`src/hw/updi_prog_pkg.sv`:
```
// Session sequencer types: FSM states, frame kinds, fail codes and delay settings
package updi_prog_pkg;

	typedef enum logic [4:0] {
		S_IDLE,
		S_BREAK,
		S_BREAK_WAIT,
		S_FRAME_WAIT,
		S_DELAY_WAIT,
		S_STATUSA,
		S_STATUSA_CHECK,
		S_KEY,
		S_KEY_STATUS,
		S_KEY_CHECK,
		S_RESET_SET,
		S_RESET_DELAY,
		S_RESET_CLEAR,
		S_POLL,
		S_POLL_CHECK,
		S_ID_PTR,
		S_ID_PTR_CHECK,
		S_ID_REPEAT,
		S_ID_LOAD,
		S_ID_CAPTURE
	} seq_state_t;

	typedef enum logic [2:0] {
		FRAME_LDCS,
		FRAME_STCS_RESET_SET,
		FRAME_STCS_RESET_CLEAR,
		FRAME_KEY_CHIPERASE,
		FRAME_KEY_NVMPROG,
		FRAME_ST_PTR,
		FRAME_REPEAT,
		FRAME_LD_INC
	} frame_kind_t;

	typedef logic [3:0]  cs_addr_t;
	typedef logic [2:0]  fail_code_t;
	typedef logic [15:0] delay_cnt_t;
	typedef logic [1:0]  reply_len_t;
	typedef logic [23:0] device_id_t;

	localparam fail_code_t FAIL_NONE          = 3'd0;
	localparam fail_code_t FAIL_STATUSA       = 3'd1;
	localparam fail_code_t FAIL_KEY_CHIPERASE = 3'd2;
	localparam fail_code_t FAIL_KEY_NVMPROG   = 3'd3;
	localparam fail_code_t FAIL_POLL_TIMEOUT  = 3'd4;
	localparam fail_code_t FAIL_NO_ACK        = 3'd5;

	// settle time after a target reset and gap between status polls
	localparam delay_cnt_t RESET_DELAY_CLKS = 16'd100;
	localparam delay_cnt_t POLL_DELAY_CLKS  = 16'd100;
	localparam int POLL_LIMIT = 8;

endpackage

```
`src/hw/updi_proto_pkg.sv`:
```
// UPDI wire-level constants: opcodes, control register addresses, keys and status bits
package updi_proto_pkg;

	typedef logic [7:0] byte_t;

	// frame opener and instruction opcodes
	localparam byte_t SYNC_BYTE          = 8'h55;
	localparam byte_t OP_LDCS            = 8'h80;
	localparam byte_t OP_STCS            = 8'hC0;
	localparam byte_t OP_KEY64           = 8'hE0;
	localparam byte_t OP_REPEAT_BYTE     = 8'hA0;
	localparam byte_t OP_ST_PTR_WORD     = 8'h69;
	localparam byte_t OP_LD_PTR_INC_BYTE = 8'h24;
	localparam byte_t ACK_BYTE           = 8'h40;

	// control and status space addresses
	localparam logic [3:0] CS_STATUSA    = 4'h0;
	localparam logic [3:0] CS_KEY_STATUS = 4'h7;
	localparam logic [3:0] CS_RESET_REQ  = 4'h8;
	localparam logic [3:0] CS_SYS_STATUS = 4'hB;

	localparam byte_t RESET_SIGNATURE = 8'h59;

	// keys in wire order, the first byte on the wire sits in bits 63:56
	localparam logic [63:0] KEY_CHIPERASE = 64'h6573_6172_454D_564E;
	localparam logic [63:0] KEY_NVMPROG   = 64'h2067_6F72_504D_564E;

	// start of the signature row in data space
	localparam logic [15:0] SIG_BASE_ADDR = 16'h1100;

	// bit positions inside the status registers
	localparam int KEY_STATUS_CHIPERASE = 3;
	localparam int KEY_STATUS_NVMPROG   = 4;
	localparam int SYS_STATUS_LOCKED    = 0;
	localparam int SYS_STATUS_NVMPROG   = 3;

	localparam int DEVICE_ID_BYTES = 3;

endpackage
```
`src/hw/updi_programmer.sv`:
```
// UPDI programmer top: connects the session FSM to the frame builder, reply collector and timer
`timescale 1ns/1ps

module updi_programmer (
	input  logic                      clk,
	input  logic                      rst,
	input  logic                      start,
	output logic                      busy,
	output logic                      done,
	output logic                      failed,
	output updi_prog_pkg::fail_code_t fail_code,
	output updi_prog_pkg::device_id_t device_id,
	output updi_proto_pkg::byte_t     tx_data,
	output logic                      tx_wr_en,
	input  logic                      tx_full,
	input  updi_proto_pkg::byte_t     rx_data,
	output logic                      rx_rd_en,
	input  logic                      rx_empty,
	output logic                      double_break_start,
	input  logic                      double_break_done
);

	import updi_prog_pkg::*;

	logic frame_start;
	logic frame_busy;
	frame_kind_t frame_kind;
	cs_addr_t frame_cs_addr;

	logic reply_start;
	logic reply_done;
	logic reply_ack_ok;
	logic reply_ack_only;
	reply_len_t reply_len;
	device_id_t reply_bytes;

	logic delay_start;
	logic delay_done;
	delay_cnt_t delay_clks;

	updi_sequencer u_sequencer (
		.clk                (clk),
		.rst                (rst),
		.start              (start),
		.double_break_done  (double_break_done),
		.frame_busy         (frame_busy),
		.reply_done         (reply_done),
		.reply_ack_ok       (reply_ack_ok),
		.reply_bytes        (reply_bytes),
		.delay_done         (delay_done),
		.busy               (busy),
		.done               (done),
		.failed             (failed),
		.fail_code          (fail_code),
		.device_id          (device_id),
		.double_break_start (double_break_start),
		.frame_start        (frame_start),
		.frame_kind         (frame_kind),
		.frame_cs_addr      (frame_cs_addr),
		.reply_start        (reply_start),
		.reply_len          (reply_len),
		.reply_ack_only     (reply_ack_only),
		.delay_start        (delay_start),
		.delay_clks         (delay_clks)
	);

	updi_delay_timer u_delay_timer (
		.clk         (clk),
		.rst         (rst),
		.delay_start (delay_start),
		.delay_clks  (delay_clks),
		.delay_done  (delay_done)
	);

	updi_frame_builder u_frame_builder (
		.clk           (clk),
		.rst           (rst),
		.frame_start   (frame_start),
		.frame_kind    (frame_kind),
		.frame_cs_addr (frame_cs_addr),
		.frame_busy    (frame_busy),
		.tx_data       (tx_data),
		.tx_wr_en      (tx_wr_en),
		.tx_full       (tx_full)
	);

	updi_reply_collector u_reply_collector (
		.clk            (clk),
		.rst            (rst),
		.reply_start    (reply_start),
		.reply_len      (reply_len),
		.reply_ack_only (reply_ack_only),
		.rx_data        (rx_data),
		.rx_rd_en       (rx_rd_en),
		.rx_empty       (rx_empty),
		.reply_done     (reply_done),
		.reply_ack_ok   (reply_ack_ok),
		.reply_bytes    (reply_bytes)
	);

endmodule

```
`src/hw/updi_sequencer.sv`:
```
// Session FSM that walks break, status check, key unlocks with reset and polling, then device ID read
`timescale 1ns/1ps

module updi_sequencer (
	input  logic                      clk,
	input  logic                      rst,
	input  logic                      start,
	input  logic                      double_break_done,
	input  logic                      frame_busy,
	input  logic                      reply_done,
	input  logic                      reply_ack_ok,
	input  updi_prog_pkg::device_id_t reply_bytes,
	input  logic                      delay_done,
	output logic                      busy,
	output logic                      done,
	output logic                      failed,
	output updi_prog_pkg::fail_code_t fail_code,
	output updi_prog_pkg::device_id_t device_id,
	output logic                      double_break_start,
	output logic                      frame_start,
	output updi_prog_pkg::frame_kind_t frame_kind,
	output updi_prog_pkg::cs_addr_t   frame_cs_addr,
	output logic                      reply_start,
	output updi_prog_pkg::reply_len_t reply_len,
	output logic                      reply_ack_only,
	output logic                      delay_start,
	output updi_prog_pkg::delay_cnt_t delay_clks
);

	import updi_proto_pkg::*;
	import updi_prog_pkg::*;

	localparam int POLL_CNT_W = $clog2(POLL_LIMIT);

	seq_state_t state;
	// state to resume once a frame or a delay has finished
	seq_state_t wait_ret;
	// low while unlocking chip erase, high while unlocking NVM programming
	logic nvm_phase;
	logic reply_pending;
	logic reply_seen;
	logic reply_ok_q;
	logic [POLL_CNT_W-1:0] poll_cnt;
	logic key_ok;
	logic poll_ready;
	logic poll_at_limit;

	assign key_ok = nvm_phase ? reply_bytes[KEY_STATUS_NVMPROG]
		: reply_bytes[KEY_STATUS_CHIPERASE];
	assign poll_ready = nvm_phase ? reply_bytes[SYS_STATUS_NVMPROG]
		: !reply_bytes[SYS_STATUS_LOCKED];
	assign poll_at_limit = (poll_cnt == POLL_CNT_W'(POLL_LIMIT - 1));

	// request decode where every issuing state lasts exactly one cycle
	always_comb begin
		double_break_start = 1'b0;
		frame_start = 1'b0;
		frame_kind = FRAME_LDCS;
		frame_cs_addr = CS_STATUSA;
		reply_start = 1'b0;
		reply_len = 2'd1;
		reply_ack_only = 1'b0;
		delay_start = 1'b0;
		delay_clks = POLL_DELAY_CLKS;
		case (state)
			S_BREAK: begin
				double_break_start = 1'b1;
			end
			S_STATUSA, S_KEY_STATUS, S_POLL: begin
				frame_start = 1'b1;
				frame_kind = FRAME_LDCS;
				if (state == S_STATUSA) begin
					frame_cs_addr = CS_STATUSA;
				end else if (state == S_KEY_STATUS) begin
					frame_cs_addr = CS_KEY_STATUS;
				end else begin
					frame_cs_addr = CS_SYS_STATUS;
				end
				reply_start = 1'b1;
			end
			S_KEY: begin
				frame_start = 1'b1;
				frame_kind = nvm_phase ? FRAME_KEY_NVMPROG : FRAME_KEY_CHIPERASE;
			end
			S_RESET_SET, S_RESET_CLEAR: begin
				frame_start = 1'b1;
				frame_kind = (state == S_RESET_SET) ? FRAME_STCS_RESET_SET
					: FRAME_STCS_RESET_CLEAR;
				frame_cs_addr = CS_RESET_REQ;
			end
			S_RESET_DELAY: begin
				delay_start = 1'b1;
				delay_clks = RESET_DELAY_CLKS;
			end
			S_POLL_CHECK: begin
				// wait before the next poll while still locked
				delay_start = !poll_ready && !poll_at_limit;
			end
			S_ID_PTR: begin
				frame_start = 1'b1;
				frame_kind = FRAME_ST_PTR;
				reply_start = 1'b1;
				reply_ack_only = 1'b1;
			end
			S_ID_REPEAT: begin
				frame_start = 1'b1;
				frame_kind = FRAME_REPEAT;
			end
			S_ID_LOAD: begin
				frame_start = 1'b1;
				frame_kind = FRAME_LD_INC;
				reply_start = 1'b1;
				reply_len = reply_len_t'(DEVICE_ID_BYTES);
			end
			default: begin
			end
		endcase
	end

	always_ff @(posedge clk) begin
		if (rst) begin
			state <= S_IDLE;
			wait_ret <= S_IDLE;
			nvm_phase <= 1'b0;
			reply_pending <= 1'b0;
			reply_seen <= 1'b0;
			poll_cnt <= '0;
			busy <= 1'b0;
			done <= 1'b0;
			failed <= 1'b0;
			fail_code <= FAIL_NONE;
			device_id <= '0;
		end else begin
			if (frame_start) begin
				reply_pending <= reply_start;
				reply_seen <= 1'b0;
			end
			case (state)
				S_IDLE: begin
					if (start) begin
						busy <= 1'b1;
						done <= 1'b0;
						failed <= 1'b0;
						fail_code <= FAIL_NONE;
						device_id <= '0;
						nvm_phase <= 1'b0;
						state <= S_BREAK;
					end
				end
				S_BREAK: state <= S_BREAK_WAIT;
				S_BREAK_WAIT: begin
					if (double_break_done) begin
						state <= S_STATUSA;
					end
				end
				S_FRAME_WAIT: begin
					if (reply_done) begin
						reply_seen <= 1'b1;
						reply_ok_q <= reply_ack_ok;
					end
					if (!frame_busy && (!reply_pending || reply_seen || reply_done)) begin
						state <= wait_ret;
					end
				end
				S_DELAY_WAIT: begin
					if (delay_done) begin
						state <= wait_ret;
					end
				end
				S_STATUSA: begin
					wait_ret <= S_STATUSA_CHECK;
					state <= S_FRAME_WAIT;
				end
				S_STATUSA_CHECK: begin
					if (reply_bytes[7:0] == 8'h00) begin
						failed <= 1'b1;
						fail_code <= FAIL_STATUSA;
						busy <= 1'b0;
						state <= S_IDLE;
					end else begin
						state <= S_KEY;
					end
				end
				S_KEY: begin
					wait_ret <= S_KEY_STATUS;
					state <= S_FRAME_WAIT;
				end
				S_KEY_STATUS: begin
					wait_ret <= S_KEY_CHECK;
					state <= S_FRAME_WAIT;
				end
				S_KEY_CHECK: begin
					if (!key_ok) begin
						failed <= 1'b1;
						fail_code <= nvm_phase ? FAIL_KEY_NVMPROG : FAIL_KEY_CHIPERASE;
						busy <= 1'b0;
						state <= S_IDLE;
					end else begin
						state <= S_RESET_SET;
					end
				end
				S_RESET_SET: begin
					wait_ret <= S_RESET_DELAY;
					state <= S_FRAME_WAIT;
				end
				S_RESET_DELAY: begin
					wait_ret <= S_RESET_CLEAR;
					state <= S_DELAY_WAIT;
				end
				S_RESET_CLEAR: begin
					poll_cnt <= '0;
					wait_ret <= S_POLL;
					state <= S_FRAME_WAIT;
				end
				S_POLL: begin
					wait_ret <= S_POLL_CHECK;
					state <= S_FRAME_WAIT;
				end
				S_POLL_CHECK: begin
					if (poll_ready) begin
						nvm_phase <= 1'b1;
						state <= nvm_phase ? S_ID_PTR : S_KEY;
					end else if (poll_at_limit) begin
						failed <= 1'b1;
						fail_code <= FAIL_POLL_TIMEOUT;
						busy <= 1'b0;
						state <= S_IDLE;
					end else begin
						poll_cnt <= poll_cnt + 1'b1;
						wait_ret <= S_POLL;
						state <= S_DELAY_WAIT;
					end
				end
				S_ID_PTR: begin
					wait_ret <= S_ID_PTR_CHECK;
					state <= S_FRAME_WAIT;
				end
				S_ID_PTR_CHECK: begin
					if (!reply_ok_q) begin
						failed <= 1'b1;
						fail_code <= FAIL_NO_ACK;
						busy <= 1'b0;
						state <= S_IDLE;
					end else begin
						state <= S_ID_REPEAT;
					end
				end
				S_ID_REPEAT: begin
					wait_ret <= S_ID_LOAD;
					state <= S_FRAME_WAIT;
				end
				S_ID_LOAD: begin
					wait_ret <= S_ID_CAPTURE;
					state <= S_FRAME_WAIT;
				end
				S_ID_CAPTURE: begin
					device_id <= reply_bytes;
					done <= 1'b1;
					busy <= 1'b0;
					state <= S_IDLE;
				end
				default: state <= S_IDLE;
			endcase
		end
	end

endmodule

```
`src/hw/updi_reply_collector.sv`:
```
// Reads reply bytes from the UART RX FIFO, checks an ACK if asked and holds the bytes read
`timescale 1ns/1ps

module updi_reply_collector (
	input  logic                      clk,
	input  logic                      rst,
	input  logic                      reply_start,
	input  updi_prog_pkg::reply_len_t reply_len,
	input  logic                      reply_ack_only,
	input  updi_proto_pkg::byte_t     rx_data,
	output logic                      rx_rd_en,
	input  logic                      rx_empty,
	output logic                      reply_done,
	output logic                      reply_ack_ok,
	output updi_prog_pkg::device_id_t reply_bytes
);

	import updi_proto_pkg::*;
	import updi_prog_pkg::*;

	logic active;
	logic ack_only_q;
	// reads still to issue and bytes still to land
	reply_len_t req_left;
	reply_len_t recv_left;
	logic rd_valid;
	logic last_recv;

	assign rx_rd_en = active && (req_left != '0) && !rx_empty;
	assign last_recv = rd_valid && (recv_left == reply_len_t'(1));

	always_ff @(posedge clk) begin
		if (rst) begin
			active <= 1'b0;
			req_left <= '0;
			recv_left <= '0;
			rd_valid <= 1'b0;
			reply_done <= 1'b0;
		end else begin
			rd_valid <= rx_rd_en;
			reply_done <= last_recv;
			if (reply_start) begin
				active <= (reply_len != '0);
				req_left <= reply_len;
				recv_left <= reply_len;
			end else begin
				if (rx_rd_en) begin
					req_left <= req_left - 1'b1;
				end
				if (rd_valid) begin
					recv_left <= recv_left - 1'b1;
				end
				if (last_recv) begin
					active <= 1'b0;
				end
			end
		end
	end

	// first byte ends up on top after the last shift
	always_ff @(posedge clk) begin
		if (reply_start) begin
			ack_only_q <= reply_ack_only;
			reply_bytes <= '0;
		end else if (rd_valid) begin
			reply_bytes <= {reply_bytes[15:0], rx_data};
			if (last_recv) begin
				reply_ack_ok <= !ack_only_q || (rx_data == ACK_BYTE);
			end
		end
	end

endmodule

```
`src/hw/updi_frame_builder.sv`:
```
// Builds the SYNC-led byte stream of one UPDI frame and writes it into the UART TX FIFO
`timescale 1ns/1ps

module updi_frame_builder (
	input  logic                       clk,
	input  logic                       rst,
	input  logic                       frame_start,
	input  updi_prog_pkg::frame_kind_t frame_kind,
	input  updi_prog_pkg::cs_addr_t    frame_cs_addr,
	output logic                       frame_busy,
	output updi_proto_pkg::byte_t      tx_data,
	output logic                       tx_wr_en,
	input  logic                       tx_full
);

	import updi_proto_pkg::*;
	import updi_prog_pkg::*;

	frame_kind_t kind_q;
	cs_addr_t addr_q;
	logic [3:0] idx;
	logic last_byte;

	// total bytes on the wire, SYNC included
	function automatic logic [3:0] frame_len(frame_kind_t kind);
		case (kind)
			FRAME_LDCS:             return 4'd2;
			FRAME_STCS_RESET_SET:   return 4'd3;
			FRAME_STCS_RESET_CLEAR: return 4'd3;
			FRAME_KEY_CHIPERASE:    return 4'd10;
			FRAME_KEY_NVMPROG:      return 4'd10;
			FRAME_ST_PTR:           return 4'd4;
			FRAME_REPEAT:           return 4'd3;
			default:                return 4'd2;
		endcase
	endfunction

	function automatic byte_t frame_byte(frame_kind_t kind, cs_addr_t addr, logic [3:0] pos);
		logic [2:0] k;
		byte_t b;
		k = 3'(pos - 4'd2);
		b = SYNC_BYTE;
		if (pos != 4'd0) begin
			case (kind)
				FRAME_LDCS: b = OP_LDCS | {4'h0, addr};
				FRAME_STCS_RESET_SET:
					b = (pos == 4'd1) ? (OP_STCS | {4'h0, addr}) : RESET_SIGNATURE;
				FRAME_STCS_RESET_CLEAR:
					b = (pos == 4'd1) ? (OP_STCS | {4'h0, addr}) : 8'h00;
				FRAME_KEY_CHIPERASE:
					b = (pos == 4'd1) ? OP_KEY64 : KEY_CHIPERASE[8 * (7 - k) +: 8];
				FRAME_KEY_NVMPROG:
					b = (pos == 4'd1) ? OP_KEY64 : KEY_NVMPROG[8 * (7 - k) +: 8];
				FRAME_ST_PTR: begin
					// pointer address goes low byte first
					if (pos == 4'd1) begin
						b = OP_ST_PTR_WORD;
					end else if (pos == 4'd2) begin
						b = SIG_BASE_ADDR[7:0];
					end else begin
						b = SIG_BASE_ADDR[15:8];
					end
				end
				FRAME_REPEAT:
					b = (pos == 4'd1) ? OP_REPEAT_BYTE : byte_t'(DEVICE_ID_BYTES - 1);
				default: b = OP_LD_PTR_INC_BYTE;
			endcase
		end
		return b;
	endfunction

	assign tx_wr_en = frame_busy && !tx_full;
	assign tx_data = frame_byte(kind_q, addr_q, idx);
	assign last_byte = (idx == frame_len(kind_q) - 4'd1);

	always_ff @(posedge clk) begin
		if (frame_start) begin
			kind_q <= frame_kind;
			addr_q <= frame_cs_addr;
		end
	end

	// index only moves on an accepted write, so a full FIFO just holds the byte
	always_ff @(posedge clk) begin
		if (rst) begin
			frame_busy <= 1'b0;
			idx <= '0;
		end else if (frame_start) begin
			frame_busy <= 1'b1;
			idx <= '0;
		end else if (tx_wr_en) begin
			if (last_byte) begin
				frame_busy <= 1'b0;
			end else begin
				idx <= idx + 4'd1;
			end
		end
	end

endmodule

```
`src/hw/updi_delay_timer.sv`:
```
// Down-counter giving a done pulse a programmed number of cycles after its start pulse
`timescale 1ns/1ps

module updi_delay_timer (
	input  logic                      clk,
	input  logic                      rst,
	input  logic                      delay_start,
	input  updi_prog_pkg::delay_cnt_t delay_clks,
	output logic                      delay_done
);

	import updi_prog_pkg::*;

	delay_cnt_t count;
	logic running;

	// count reads 1 exactly delay_clks cycles after the start pulse
	assign delay_done = running && (count == delay_cnt_t'(1));

	always_ff @(posedge clk) begin
		if (rst) begin
			count <= '0;
			running <= 1'b0;
		end else if (delay_start) begin
			count <= delay_clks;
			running <= (delay_clks != '0);
		end else if (running) begin
			count <= count - 1'b1;
			if (delay_done) begin
				running <= 1'b0;
			end
		end
	end

endmodule

```
`config.mk`:
```
export PLATFORM = sky130hd
export DESIGN_NAME = updi_programmer
export DESIGN_NICKNAME = d
export VERILOG_FILES = /design/src/hw/updi_prog_pkg.sv /design/src/hw/updi_proto_pkg.sv /design/src/hw/updi_programmer.sv /design/src/hw/updi_sequencer.sv /design/src/hw/updi_reply_collector.sv /design/src/hw/updi_frame_builder.sv /design/src/hw/updi_delay_timer.sv
export SDC_FILE = /design/constraint.sdc
export NUM_CORES = 1
export LEC_CHECK = 0
export ABC_AREA = 1
export BUFFER_PORTS_ARGS = -buffer_cell sky130_fd_sc_hd__clkbuf_2
export CAP_MARGIN = 20
export CORE_ASPECT_RATIO = 0.5
export CORE_MARGIN = 8
export CORE_UTILIZATION = 60
export CTS_CLUSTER_SIZE = 40
export DETAILED_ROUTE_END_ITERATION = 8
export PLACE_DENSITY = 0.86
export SKIP_CTS_REPAIR_TIMING = 1
export SLEW_MARGIN = 20
export SYNTH_ARGS = -nofsm -noshare
export SYNTH_HDL_FRONTEND = slang
export SYNTH_HIERARCHICAL = 1
export SYNTH_SLANG_ARGS = --single-unit
```
`constraint.sdc`:
```
create_clock -name clk -period 2.9 [get_ports clk]
set_input_delay 0.58 -clock clk [delete_from_list [all_inputs] [get_ports clk]]
set_output_delay 0.58 -clock clk [all_outputs]
set_load 0.01 [all_outputs]
```
* Yosys cells after proc, flatten, opt, wreduce, memory -nomap -nowiden
Cells that the tools add are included.
** Word-level totals
- Register bits after elaboration :: 109
** Operators by class
- Add/subtract/negate cells :: 8
- Eq/ne operators :: 43
- Shift-type cells :: 2
- Multiplexer cells :: 85
- Bitwise gates (word level) :: 3
- Reductions and logical operators :: 55
** Operators with widths (number)
- $shiftx A64 B33 Y8 const A :: 2
- $pmux W5 S11 :: 2
- $mux W8 :: 7
- $pmux W8 S7 :: 1
- $pmux W24 S2 :: 1
- $mux W5 :: 9
- $eq A5 B4 Y1 const B :: 8
- $mux W3 :: 11
- $mux W1 :: 31
- $pmux W3 S5 :: 2
- $mux W24 :: 1
- $reduce_bool A2 Y1 :: 11
- $eq A5 B3 Y1 const B :: 4
- $eq A5 B5 Y1 const B :: 4
- $eq A16 B1 Y1 const B :: 1
- $mux W4 :: 4
- $sub A16 B1 Y16 const B :: 1
- $reduce_and A3 Y1 :: 5
- $mux W7 :: 2
- $ne A2 B2 Y1 const B :: 7
- $reduce_and A7 Y1 :: 2
- $eq A3 B3 Y1 const B :: 4
- $mux W2 :: 6
- $pmux W4 S3 :: 1
- 38 further kinds :: 69

* Depth between registers and ports, before layout
Gate-level depths: netlist of run 1.
- Depth in word-level cells :: 8
- Depth in mapped cells :: 16
- Gate-level depth less buffers :: 16

* Hierarchy
Netlist of run 1, hierarchy kept.
** By module, submodules not included
- updi_sequencer :: times used 1, cells an instance 368, area an instance 2524.9 µm², seq. area each 950.9 µm²
- updi_reply_collector :: times used 1, cells an instance 158, area an instance 1260.0 µm², seq. area each 680.7 µm²
- updi_delay_timer :: times used 1, cells an instance 195, area an instance 1258.7 µm², seq. area each 340.3 µm²
- updi_frame_builder :: times used 1, cells an instance 152, area an instance 1057.3 µm², seq. area each 310.3 µm²

* Least setup slack after synthesis of run 1
OpenSTA, ideal clock, no wires.
- Kind :: register to output
- Start point :: register u_frame_builder.idx[1]
- End point :: output tx_data[1]
- Data arrival time :: 1.447 ns
- Setup slack :: 0.873 ns
- Cell stages (with the launch flop) :: 8
- Path buffers :: 1
- Cells stage by stage :: dfxtp_1 -> ha_1 -> clkbuf_1 -> a21oi_1 -> o22ai_1 -> nand2_1 -> nand2_1 -> a21oi_1
** Between the ends
- Cells in the longest elaborated chain, start to end :: 6
- Elaborated cells between the ends (all ways) :: 14
- Those cells by class :: 2 x add/sub; 1 x eq/ne; 2 x shift; 8 x mux; 1 x reduce/logical
** Ends and longest elaborated chain
- start, declared :: line updi_frame_builder.sv:21 : logic [3:0] idx;
- start signal, assigned :: line updi_frame_builder.sv:95 : idx <= idx + 4'd1;
- $sub A3 B2 Y3 :: line updi_frame_builder.sv:41 : k = 3'(pos - 4'd2);
- $sub A3 B3 Y4 :: line updi_frame_builder.sv:51, updi_frame_builder.sv:53
- $shiftx A64 B33 Y8, on equally long branches :: line updi_frame_builder.sv:53, updi_frame_builder.sv:51
- $mux W8, on equally long branches :: line updi_frame_builder.sv:53, updi_frame_builder.sv:51
- $pmux W8 S7 :: line updi_frame_builder.sv:44 : case (kind)
- $mux W8 * :: line updi_frame_builder.sv:43 : if (pos != 4'd0) begin
- end, declared :: line updi_programmer.sv:13 : output updi_proto_pkg::byte_t tx_data,
Every way passes the cells marked *; elsewhere a longest branch is shown, timed or not.

* Final worst setup path of run 1
- Start point :: register u_frame_builder.idx[1]
- End point :: output tx_data[2]
The elaborated chain is that of the path after synthesis.

==> metrics list, run 1 <==
- Number of clock sinks: 109
* Average cell area after synthesis: 6.99 sq um
* Deepest clock path buffer count: 2
* Crit path launch: u_frame_builder/idx[1]
* Die span in y: 87.3 microns
* Post-synthesis compound-gate area fraction: 13.5%
- Length of the first detailed-routing pass in iterations: 5
* Total negative slack: 0 ns
- Fill cells in the final layout number 874.
- The floorplan step defined a core boundary enclosing 0.0101 sq mm.
- In this run, synthesis inferred 10 flip-flops with an integrated enable.
* Post-Synthesis Cells: 873
- Cell chosen for the clock root: sky130_fd_sc_hd__clkbuf_16
- Post-synth cell types: 42
* FFs w/ async S/R, synth: 0%
- Post-synthesis sequential area ratio: 37.4%
- In this run the tool buffered the top-level ports with 54 buffer cells.
- Static timing analysis puts the maximum clock frequency at 371 MHz.
- Worst skew pair latency: 0.35 ns
- In the synthesized netlist, mux cells make up 0% of the area.
- Once the floorplan was initialized, standard cells occupied 60.7% of the core.
* Number of DRC markers after the initial detailed-route iteration: 478
- Share of the core filled with cells: 65.8%
- Cell-by-cell listing of the critical path: inv_1, ha_1, nand2_1, inv_2, a21oi_1, inv_1, a21oi_1, o21ai_1, clkbuf_2
- For met2 alone, demand over resource in global routing was 40.6%.
* Vias in the first global route: 5447
* Top cell family by delay on the critical path: buffers and inverters
* Drt via density: 5.55
* Pwr Total: 3.67 mW
- Yosys warnings: 6
* RR Startpoint: u_sequencer/state[4]
* Slew of the pin with the lowest slew margin: 0.928 ns
- The final layout contains 940 nets.
- For this run, global-route usage on met1 was measured as 26.9%.
- Instance area at placement: 0.00636 sq mm
* Top Ports: 55
* Area of the die: 0.0138 sq mm
- Detailed placement ended at an HPWL of 11400 microns.
- Final hold violation count: 0
* Overall via count from detail_route: 5862
* Final ANT Viol Nets: 0
- Max Transition Viols Final: 0
* Data required time of the critical path: 2.32 ns
* VDD IR-drop max: 0.363 mV
- After detailed routing, the number of remaining DRC violations is 0.
* Post-route design area: 0.00662 sq mm
- Among all flip-flop cells after synthesis, the most frequent one is sky130_fd_sc_hd__dfxtp_1.
* Overall routed net length: 15600 microns
* Slowest stage delay, CP: 0.48 ns
- Layout cells sized above 1: 15.7%
- Reported leakage power: 3.06 nW
* Post-Route Skew: 0.00686 ns
* Power density over cell area: 554 mW/mm^2
* Leftover overflow at the end of global routing: 0
- Number of core rows: 26
- Across the run, the number of max-cap violations was 0.
- Endpoint kind of the worst setup timing path: output pin
* Post-CTS clock slew at the launch and capture registers of the worst setup and hold paths: 0.07 ns
* Share of the clock period used by the worst path after layout: 93.0%
- Setup slack on the critical path of the routed design comes to 0.204 ns.
- OpenSTA, run right after detailed placement, puts the worst setup slack at 0.578 ns.
* Gr busiest metal: met2
- STA classifies the critical path startpoint as a flop.
- 0 antenna diodes ended up in the layout.
* Die width: 159 microns
- In the global route stage, overall resource usage came out at 22.8%.
* Wire length of the first global-routing pass: 25600 microns
* TritonCTS clock tree: yes
- Antenna violations before repair: 0
- Biggest fanout along the worst timing path: 8
* RSZ-0062 raised after global routing: no
* Type of the tightest min-delay check: flop to flop
- After synthesis, the largest family of logic cells by area is simple AND/OR/NAND/NOR gates.
* Startpoint of the worst hold path: u_reply_collector/reply_ack_ok
- H-tree level count: 3
- Post-synthesis xor/xnor area fraction: 0.984%
- Setup violations, final: 0
- Layout area overhead: 8.47%
- TritonCTS Buffers: 9
- Of the total synthesized cell area, the portion taken by AND, OR, NAND and NOR gates is 34.1%.
- At the worst endpoint, the arrival time is 2.12 ns.
- The worst path needs 2.70 ns of the cycle, external delays included.
- By startpoint and endpoint, the worst setup path is classified as flop to output pin.
- Syn Std Cell Area: 0.00610 sq mm
- Met3 routing resource usage after global routing: 4.75%
- Entering global routing, the biggest net connects 34 pins.
- Run status: finished clean
- At the end of routability-driven placement, the weighted congestion stood at 0.972.
* Number of register bits inferred by synthesis: 109
- In the final routed layout, each cell accounts on average for 14.7 microns.
* Worst-path cell with the longest stage delay: sky130_fd_sc_hd__dfxtp_1
- Buffers plus inverters on the worst setup path: 4
- The synthesized netlist devotes 2.87% of its cell area to adder and majority cells.
- Max transition margin: 38.0%
## per-stage QoR
stage	hold slack [ns]	std cells
2_1_floorplan	0.400	888
3_3_place_gp	0.424	1041
3_5_place_dp	0.426	1041
4_1_cts	0.443	1057
5_1_grt	0.449	1057
6_report	0.439	1057
## routing by layer
metal	routed length (microns)	vias to the layer above
li1	-	2917
met1	6450	2680
met2	7720	222
met3	1020	43
met4	383	0
met5	0	-
## cells in the mapped netlist (all sizes together) (2+ instances only)
cell,n,share of area [%]
xor2,6,0.98
or2,2,0.21
a22oi,8,0.98
edfxtp,10,4.9
dfxtp,99,32
o211ai,2,0.25
a21oi,67,5.7
conb,2,0.12
inv,95,5.9
o21ai,58,5.0
nand4,35,3.6
a31oi,9,0.92
buf,39,4.3
nand3,86,7.4
clkbuf,11,0.84
nor2,148,11
ha,14,2.9
nand2,171,12
nor3,3,0.25
## state kept, by name, summed over array words and instances, names as in the netlist, 2 cells and up
signal,cells
u_sequencer/fail_code,3
u_frame_builder/idx,4
u_sequencer/wait_ret,5
u_reply_collector/req_left,2
u_reply_collector/reply_bytes,24
u_delay_timer/count,16
u_frame_builder/addr_q,4
u_sequencer/poll_cnt,3
u_sequencer/state,5
u_reply_collector/recv_left,2
u_frame_builder/kind_q,3
u_sequencer/device_id,24
## where the power goes
part / total [mW] / internal [mW] / switching, mW
sequential: 1.82 / 1.67 / 0.148
clock: 1.12 / 0.581 / 0.539
combinational: 0.728 / 0.224 / 0.503
## worst paths after layout
| check | to | slack, ns | cells past startpoint |
|---|---|---|---|
| max reg2reg | u_delay_timer/count[7] | 0.50 | 9 |
| max | tx_data[2] | 0.20 | 9 |
| min reg2reg | u_sequencer/reply_ok_q | 0.44 | 0 |
| min | u_sequencer/reply_ok_q | 0.44 | 0 |
## cell type report
class | instances | area (sq um) | area share, %
inverters | 95 | 359 | 5.43
repair buffers | 63 | 338 | 5.10
well taps | 140 | 175 | 2.65
flip-flops and latches | 109 | 2280 | 34.5
multi-input cells | 634 | 3200 | 48.4
clock inverters | 4 | 25.0 | 0.378
clock buffers | 12 | 236 | 3.57
## kinds of logic (layout without fill, tap and decap cells)
family	count (synthesis)	in the layout
other	2	17
buffers and inverters	145	174
XOR/XNOR	6	6
flip-flops	109	109
AO/OA/AOI/OAI	149	149
AND/OR/NAND/NOR	448	448
adder cells (fa/ha/maj)	14	14
## layout by cell type (no fill, tap or decap), types with 2 or more instances in the layout
cell,instances
sky130_fd_sc_hd__nor2_4,8
sky130_fd_sc_hd__a31oi_1,9
sky130_fd_sc_hd__nand4_1,35
sky130_fd_sc_hd__ha_1,14
sky130_fd_sc_hd__clkinvlp_4,2
sky130_fd_sc_hd__inv_1,80
sky130_fd_sc_hd__o21ai_0,40
sky130_fd_sc_hd__nand2_1,153
sky130_fd_sc_hd__a22oi_1,8
sky130_fd_sc_hd__edfxtp_1,10
sky130_fd_sc_hd__o211ai_1,2
sky130_fd_sc_hd__o21ai_2,4
sky130_fd_sc_hd__clkbuf_1,3
sky130_fd_sc_hd__nand2_4,3
sky130_fd_sc_hd__a21oi_1,64
sky130_fd_sc_hd__xor2_1,5
sky130_fd_sc_hd__or2_2,2
sky130_fd_sc_hd__o21ai_1,14
sky130_fd_sc_hd__clkinv_2,2
sky130_fd_sc_hd__dfxtp_1,99
sky130_fd_sc_hd__buf_4,9
sky130_fd_sc_hd__nand3_2,4
sky130_fd_sc_hd__nor2_2,12
sky130_fd_sc_hd__conb_1,17
sky130_fd_sc_hd__nor2_1,127
sky130_fd_sc_hd__clkbuf_16,9
sky130_fd_sc_hd__a21oi_2,3
sky130_fd_sc_hd__clkbuf_2,54
sky130_fd_sc_hd__nor3_1,3
sky130_fd_sc_hd__inv_2,14
sky130_fd_sc_hd__nand3_1,82
sky130_fd_sc_hd__nand2_2,15
Note: power is estimated with default switching activity, not from simulation.
==> run 2, diff against run 1 <==
Settings changed: CORE_ASPECT_RATIO 0.5 to 1.4.
==> metrics list, run 2 (synthesis gave the netlist of run 1 again) <==
- Antenna violations before repair: 0 (unchanged)
- Layout area overhead: 9.33%
- Max transition margin: 36.5% (-1.5 points)
- The maximum vdd ir drop came to 0.379 mV (+4.3%).
- Wire length of the first global-routing pass: 24900 microns (-2.7%)
* Number of clock sinks: 109 (unchanged)
- The reg-to-reg setup timing slack was 0.40 ns (-0.10 ns).
- The setup path with the least slack is of type flop to output pin.
- The share of total power in the clock network was 33.4% (+2.8 points).
- Leftover overflow at the end of global routing: 0 (unchanged)
- The area used by sequential logic in the layout is 0.00228 sq mm (about the same).
- Final net count: 940 (unchanged)
- The die span in y came to 135 microns (+55%).
* RD Place Congestion: 0.976 (+0.36%)
* Number of DRC markers after the initial detailed-route iteration: 554 (+16%)
* Post-CTS clock slew at the launch and capture registers of the worst setup and hold paths: 0.08 ns (about the same)
- Area of the placeable core: 0.00990 sq mm (-1.5%)
- The via total after detailed routing came to 5854 (-0.14%).
- Setup repair after global routing left no endpoint under its margin.
* DP Wirelength: 10700 microns (-5.8%)
- The count of maximum capacitance violations is 0 (unchanged).
* Layout cells sized above 1: 16.1% (+0.44 points)
- Most common library cell in the layout ignoring fill and taps: sky130_fd_sc_hd__nand2_1
* Filler cells: 916 (+4.8%)
- Run status: finished clean
- Sw power: 1.27 mW (+7.1%)
* Starting density of the core: 61.6% (+0.94 points)
- Critical Path Start Type: flop
- The total power after layout came to 3.80 mW (+3.6%).
- The data arrival time of the worst path was 2.05 ns (-0.07 ns).
* Biggest regs: u_reply_collector/reply_bytes (24), u_sequencer/device_id (24), u_delay_timer/count (16)
* Post-Route Skew: 0.0139 ns (+0.00705 ns)
- The number of diodes was 0 (unchanged).
- TritonCTS clock tree: yes
* RR Startpoint: u_sequencer/nvm_phase
* Reported leakage power: 3.09 nW (+1.0%)
- Crit path launch: u_frame_builder/idx[0]
- Biggest fanout along the worst timing path: 7 (-1)
- The maximum number of buffers from clock root to sink was 2 (unchanged).
* Routed WL per cell: 14.3 microns (-3.2%)
* Remaining design rule violation count: 0 (unchanged)
- The multi-input logic area is 0.00320 sq mm (unchanged).
- Power density over cell area: 569 mW/mm^2 (+2.8%)
* Seq pwr share: 47.6% (-2.0 points)
* Final Critical Period: 2.63 ns (-0.0691 ns)
- The deepest level of the CTS H-tree is 3 (unchanged).
* Endpoint kind of the worst setup timing path: output pin
* Number of core rows: 43 (+65%)
* Pin count of the biggest net entering global routing: 33 (-2.9%)
- Port buffer count: 54 (unchanged)
* Share of the core filled with cells: 67.4% (+1.5 points)
* Gr usage total: 22.1% (-0.69 points)
* Final hold violation count: 0 (unchanged)
* Post-route non-filler standard cell count: 1052 (-0.47%)
* Most frequent cells in the layout: 153 x sky130_fd_sc_hd__nand2_1, 127 x sky130_fd_sc_hd__nor2_1, 98 x sky130_fd_sc_hd__dfxtp_1
* Worst skew pair latency: 0.36 ns (about the same)
- The internal power summed over all cells is 2.52 mW (+1.9%).
- Die width: 101 microns (-36%)
- The slew at the pin closest to its max-slew limit came to 0.950 ns (+0.0222 ns).
- TritonCTS Buffers: 9 (unchanged)
* Final hold slack: 0.427 ns (-0.0122 ns)
- Vias in the first global route: 5430 (-0.31%)
- The count of antenna-violating nets left after detailed routing was 0 (unchanged).
- The total count of max-transition violations in the final report came to 0 (unchanged).
* Sw Share: 33.6% (+1.1 points)
- The root buffer cell chosen for the clock tree is sky130_fd_sc_hd__clkbuf_16.
* Drt via density: 5.56 (+0.34%)
- R2r endpoint: u_delay_timer/count[0]
* Total negative slack: 0 ns (unchanged)
- The area of the die was 0.0137 sq mm (-1.1%).
- The number of ports placed on the die boundary is 55 (unchanged).
- The critical path ends at tx_data[0].
- The worst hold path belongs to the class flop to flop.
- The total routed wirelength is 15000 microns (-3.7%).
* Share of the clock period used by the worst path after layout: 90.6% (-2.4 points)
- The achievable frequency came to 381 MHz (+2.6%).
- Setup violations, final: 0 (unchanged)
* Cell count of the worst reg-to-reg path: 8 (-1)
- Power share of the combinational group: 19.0% (-0.9 points)
* Placed instance count: 1036 (-0.48%)
- Data required time of the critical path: 2.32 ns (about the same)
- The number of iterations in the first detailed-routing pass is 5 (unchanged).
run 2: cell types whose count changed in the layout (fill, tap and decap cells not counted):
cell,delta
sky130_fd_sc_hd__clkbuf_1,-3
sky130_fd_sc_hd__clkinv_8,+3
sky130_fd_sc_hd__clkinv_2,-2
sky130_fd_sc_hd__clkinvlp_4,-2
sky130_fd_sc_hd__inv_6,+2
sky130_fd_sc_hd__dfxtp_1,-1
sky130_fd_sc_hd__dfxtp_2,+1
sky130_fd_sc_hd__inv_12,+1
sky130_fd_sc_hd__inv_8,+1
run 2: through the flow:
stage	area [sq um]	setup slack, ns
2_1_floorplan	6160	0.873
3_3_place_gp	6350	0.588
4_1_cts	6670	0.197
6_report	6670	0.273
5_1_grt	6670	0.0977
3_5_place_dp	6350	0.556
run 2: power groups by stage:
| stage | logic (mW) | clock network (mW) | registers [mW] |
|---|---|---|---|
| floorplan | 0.533 | 0 | 1.82 |
| global placement | 0.685 | 0 | 1.83 |
| detailed placement | 0.695 | 0 | 1.84 |
| CTS | 0.707 | 1.28 | 1.81 |
| global route | 0.798 | 1.35 | 1.83 |
| finish | 0.721 | 1.27 | 1.81 |
run 2: worst max-delay path: stages (launching register included):
cell                       delay [ns]
sky130_fd_sc_hd__dfxtp_1         0.48
sky130_fd_sc_hd__inv_1           0.19
sky130_fd_sc_hd__ha_1            0.35
sky130_fd_sc_hd__nand2_1         0.07
sky130_fd_sc_hd__o211ai_1        0.10
sky130_fd_sc_hd__o21ai_0         0.13
sky130_fd_sc_hd__a21oi_1         0.16
sky130_fd_sc_hd__nand3_1         0.08
sky130_fd_sc_hd__clkbuf_2        0.13
run 2: per-layer routing:
layer	GRT usage (%)	share of wire [%]
met1	26.7	41
met2	37.2	50
met3	3.14	4.7
met4	11.4	3.6
met5	0	0
run 2: how the worst min path moves through the flow:
stage	from	cells past startpoint	endpoint	slack (ns)
2_1_floorplan	u_reply_collector/reply_ack_ok	0	u_sequencer/reply_ok_q	0.40
3_3_place_gp	u_reply_collector/reply_ack_ok	0	u_sequencer/reply_ok_q	0.43
3_5_place_dp	u_reply_collector/reply_ack_ok	0	u_sequencer/reply_ok_q	0.41
4_1_cts	u_reply_collector/reply_ack_ok	0	u_sequencer/reply_ok_q	0.43
5_1_grt	u_reply_collector/reply_ack_ok	0	u_sequencer/reply_ok_q	0.44
6_report	u_reply_collector/reply_ack_ok	0	u_sequencer/reply_ok_q	0.43
run 2: layout make-up:
| type | count | share of cell area, % |
|---|---|---|
| Clock buffer | 9 | 3.38 |
| Clock inverter | 7 | 1.41 |
| Inverter | 95 | 5.38 |
| Multi-Input combinational cell | 634 | 48.0 |
| Sequential cell | 109 | 34.2 |
| Tap cell | 135 | 2.53 |
| Timing Repair Buffer | 63 | 5.06 |
==> run 3, diff against run 2 <==
Settings changed: CTS_BUF_LIST from default to sky130_fd_sc_hd__clkbuf_4.
==> metrics list, run 3 (synthesis gave the netlist of run 1 again) <==
* Run status: finished clean
- The count of antenna-violating nets left after detailed routing is 0 (unchanged).
- Data required time of the critical path: 2.32 ns (about the same)
- The total count of max-transition violations in the final report is 0 (unchanged).
* Most common library cell in the layout ignoring fill and taps: sky130_fd_sc_hd__nand2_1
- The leakage power summed over all cells is 3.02 nW (-2.2%).
- The total power after layout came to 3.33 mW (-12%).
* Drt via density: 5.55 (-0.28%)
- The row count was 43 (unchanged).
- Biggest regs: u_reply_collector/reply_bytes (24), u_sequencer/device_id (24), u_delay_timer/count (16)
* Length of the first detailed-routing pass in iterations: 5 (unchanged)
- Highest achievable clock rate: 367 MHz (-3.6%)
- The core footprint came to 0.00990 sq mm (unchanged).
- Gr usage total: 21.6% (-0.54 points)
- Most frequent cells in the layout: 152 x sky130_fd_sc_hd__nand2_1, 127 x sky130_fd_sc_hd__nor2_1, 97 x sky130_fd_sc_hd__dfxtp_1
- The die width is 101 microns (unchanged).
- The via total after detailed routing came to 5843 (-0.19%).
- The clock tree skew after final layout was 0.0348 ns (+0.0209 ns).
* Slew of the pin with the lowest slew margin: 0.976 ns (+0.0265 ns)
* Pin count of the biggest net entering global routing: 33 (unchanged)
- Type of the tightest min-delay check: input pin to flop
* Layout cells sized above 1: 16.4% (+0.22 points)
- Endpoint kind of the worst setup timing path: output pin
- TritonCTS Buffers: 9 (unchanged)
- The post-route worst hold slack was 0.304 ns (-0.124 ns).
* Number of DRC markers after the initial detailed-route iteration: 474 (-14%)
- The largest driver fanout on the critical path is 11 (+4).
- DP Wirelength: 10700 microns (unchanged)
- Routed WL per cell: 13.9 microns (-2.2%)
- The number of hold violations in the final report is 0 (unchanged).
* Arrival time of data at the critical path endpoint: 2.14 ns (+0.09 ns)
* Antenna violations before repair: 1 (+1)
- Post-CTS clock slew at the launch and capture registers of the worst setup and hold paths: 0.21 ns (+0.13 ns)
- The global placement routability congestion came to 0.976 (unchanged).
- The maximum number of buffers from clock root to sink was 2 (unchanged).
* VDD IR-drop max: 0.397 mV (+4.7%)
- The power density relative to cell area was 511 mW/mm^2 (-10%).
- The fraction of the cycle the final worst path needs was 94.0% (+3.4 points).
* Starting density of the core: 61.6% (unchanged)
* Port buffer count: 54 (unchanged)
* Area of the die: 0.0137 sq mm (unchanged)
- H-tree level count: 3 (unchanged)
- The die span in y was 135 microns (unchanged).
* Classification of the worst setup path: flop to output pin
* Top Ports: 55 (unchanged)
- RSZ-0062 raised after global routing: no
- Number of clock sinks: 109 (unchanged)
- Vias in the first global route: 5361 (-1.3%)
- Leftover overflow at the end of global routing: 0 (unchanged)
* Total negative slack: 0 ns (unchanged)
- Overall routed net length: 14700 microns (-2.1%)
* Max transition margin: 34.7% (-1.8 points)
* Final net count: 940 (unchanged)
* Critical Path Start Type: flop
- The total setup violations reported at the end of the flow is 0 (unchanged).
* Remaining design rule violation count: 0 (unchanged)
- Clock tree synthesis selected as its root buffer the cell sky130_fd_sc_hd__clkbuf_4.
* TritonCTS clock tree: yes
- Final Critical Period: 2.72 ns (+0.0979 ns)
- Wire length of the first global-routing pass: 24300 microns (-2.7%)
- The area growth from synthesis to layout is 6.85%.
- Number of maximum-capacitance violations: 0 (unchanged)
- Worst skew pair latency: 0.49 ns (+0.13 ns)
-- run 3: area by class of cell --
type	instances	area, sq um
fill	943	3380
timing repair buffer	63	338
clock buffer	9	67.6
antenna	1	2.50
sequential	109	2280
inverter	95	359
tap	135	169
clock inverter	7	93.8
multi-input combinational	634	3200
-- run 3: metal layers --
| metal | routed length (microns) | vias up | global-route usage, % |
|---|---|---|---|
| li1 | - | 2931 | - |
| met1 | 6140 | 2666 | 25.9 |
| met5 | 0 | - | 0 |
| met4 | 452 | 0 | 11.1 |
| met2 | 7310 | 206 | 36.5 |
| met3 | 783 | 40 | 3.09 |
-- run 3: final timing paths --
kind | start | to | slack, ns | depth (start not counted)
worst max-delay path | u_frame_builder/idx[2] | tx_data[0] | 0.18 | 8
worst max register to register | u_sequencer/nvm_phase | u_delay_timer/count[0] | 0.44 | 8
worst min-delay path | rx_data[1] | u_reply_collector/reply_bytes[1] | 0.30 | 3
worst min register to register | u_reply_collector/reply_ack_ok | u_sequencer/reply_ok_q | 0.45 | 0
-- run 3: where the power goes --
part | internal [mW] | switching [mW]
combinational | 0.225 | 0.488
sequential | 1.67 | 0.136
clock | 0.222 | 0.590
-- run 3: critical path, stage by stage, from the launching register on --
cell and delay (ns):
sky130_fd_sc_hd__dfxtp_1 0.39, sky130_fd_sc_hd__ha_1 0.49, sky130_fd_sc_hd__inv_1 0.14, sky130_fd_sc_hd__nor2_1 0.11, sky130_fd_sc_hd__nor2_1 0.04, sky130_fd_sc_hd__o21ai_0 0.20
sky130_fd_sc_hd__a21oi_1 0.11, sky130_fd_sc_hd__nand3_1 0.07, sky130_fd_sc_hd__clkbuf_2 0.13
-- run 3: through the flow --
stage	area (sq um)	worst slack (ns)	instances	utilization (%)
global route	6520	0.0144	1053	65.8
detailed placement	6350	0.556	1036	64.1
global placement	6350	0.588	1036	64.1
CTS	6510	0.0265	1052	65.8
floorplan	6160	0.873	888	-
finish	6520	0.175	1053	65.8
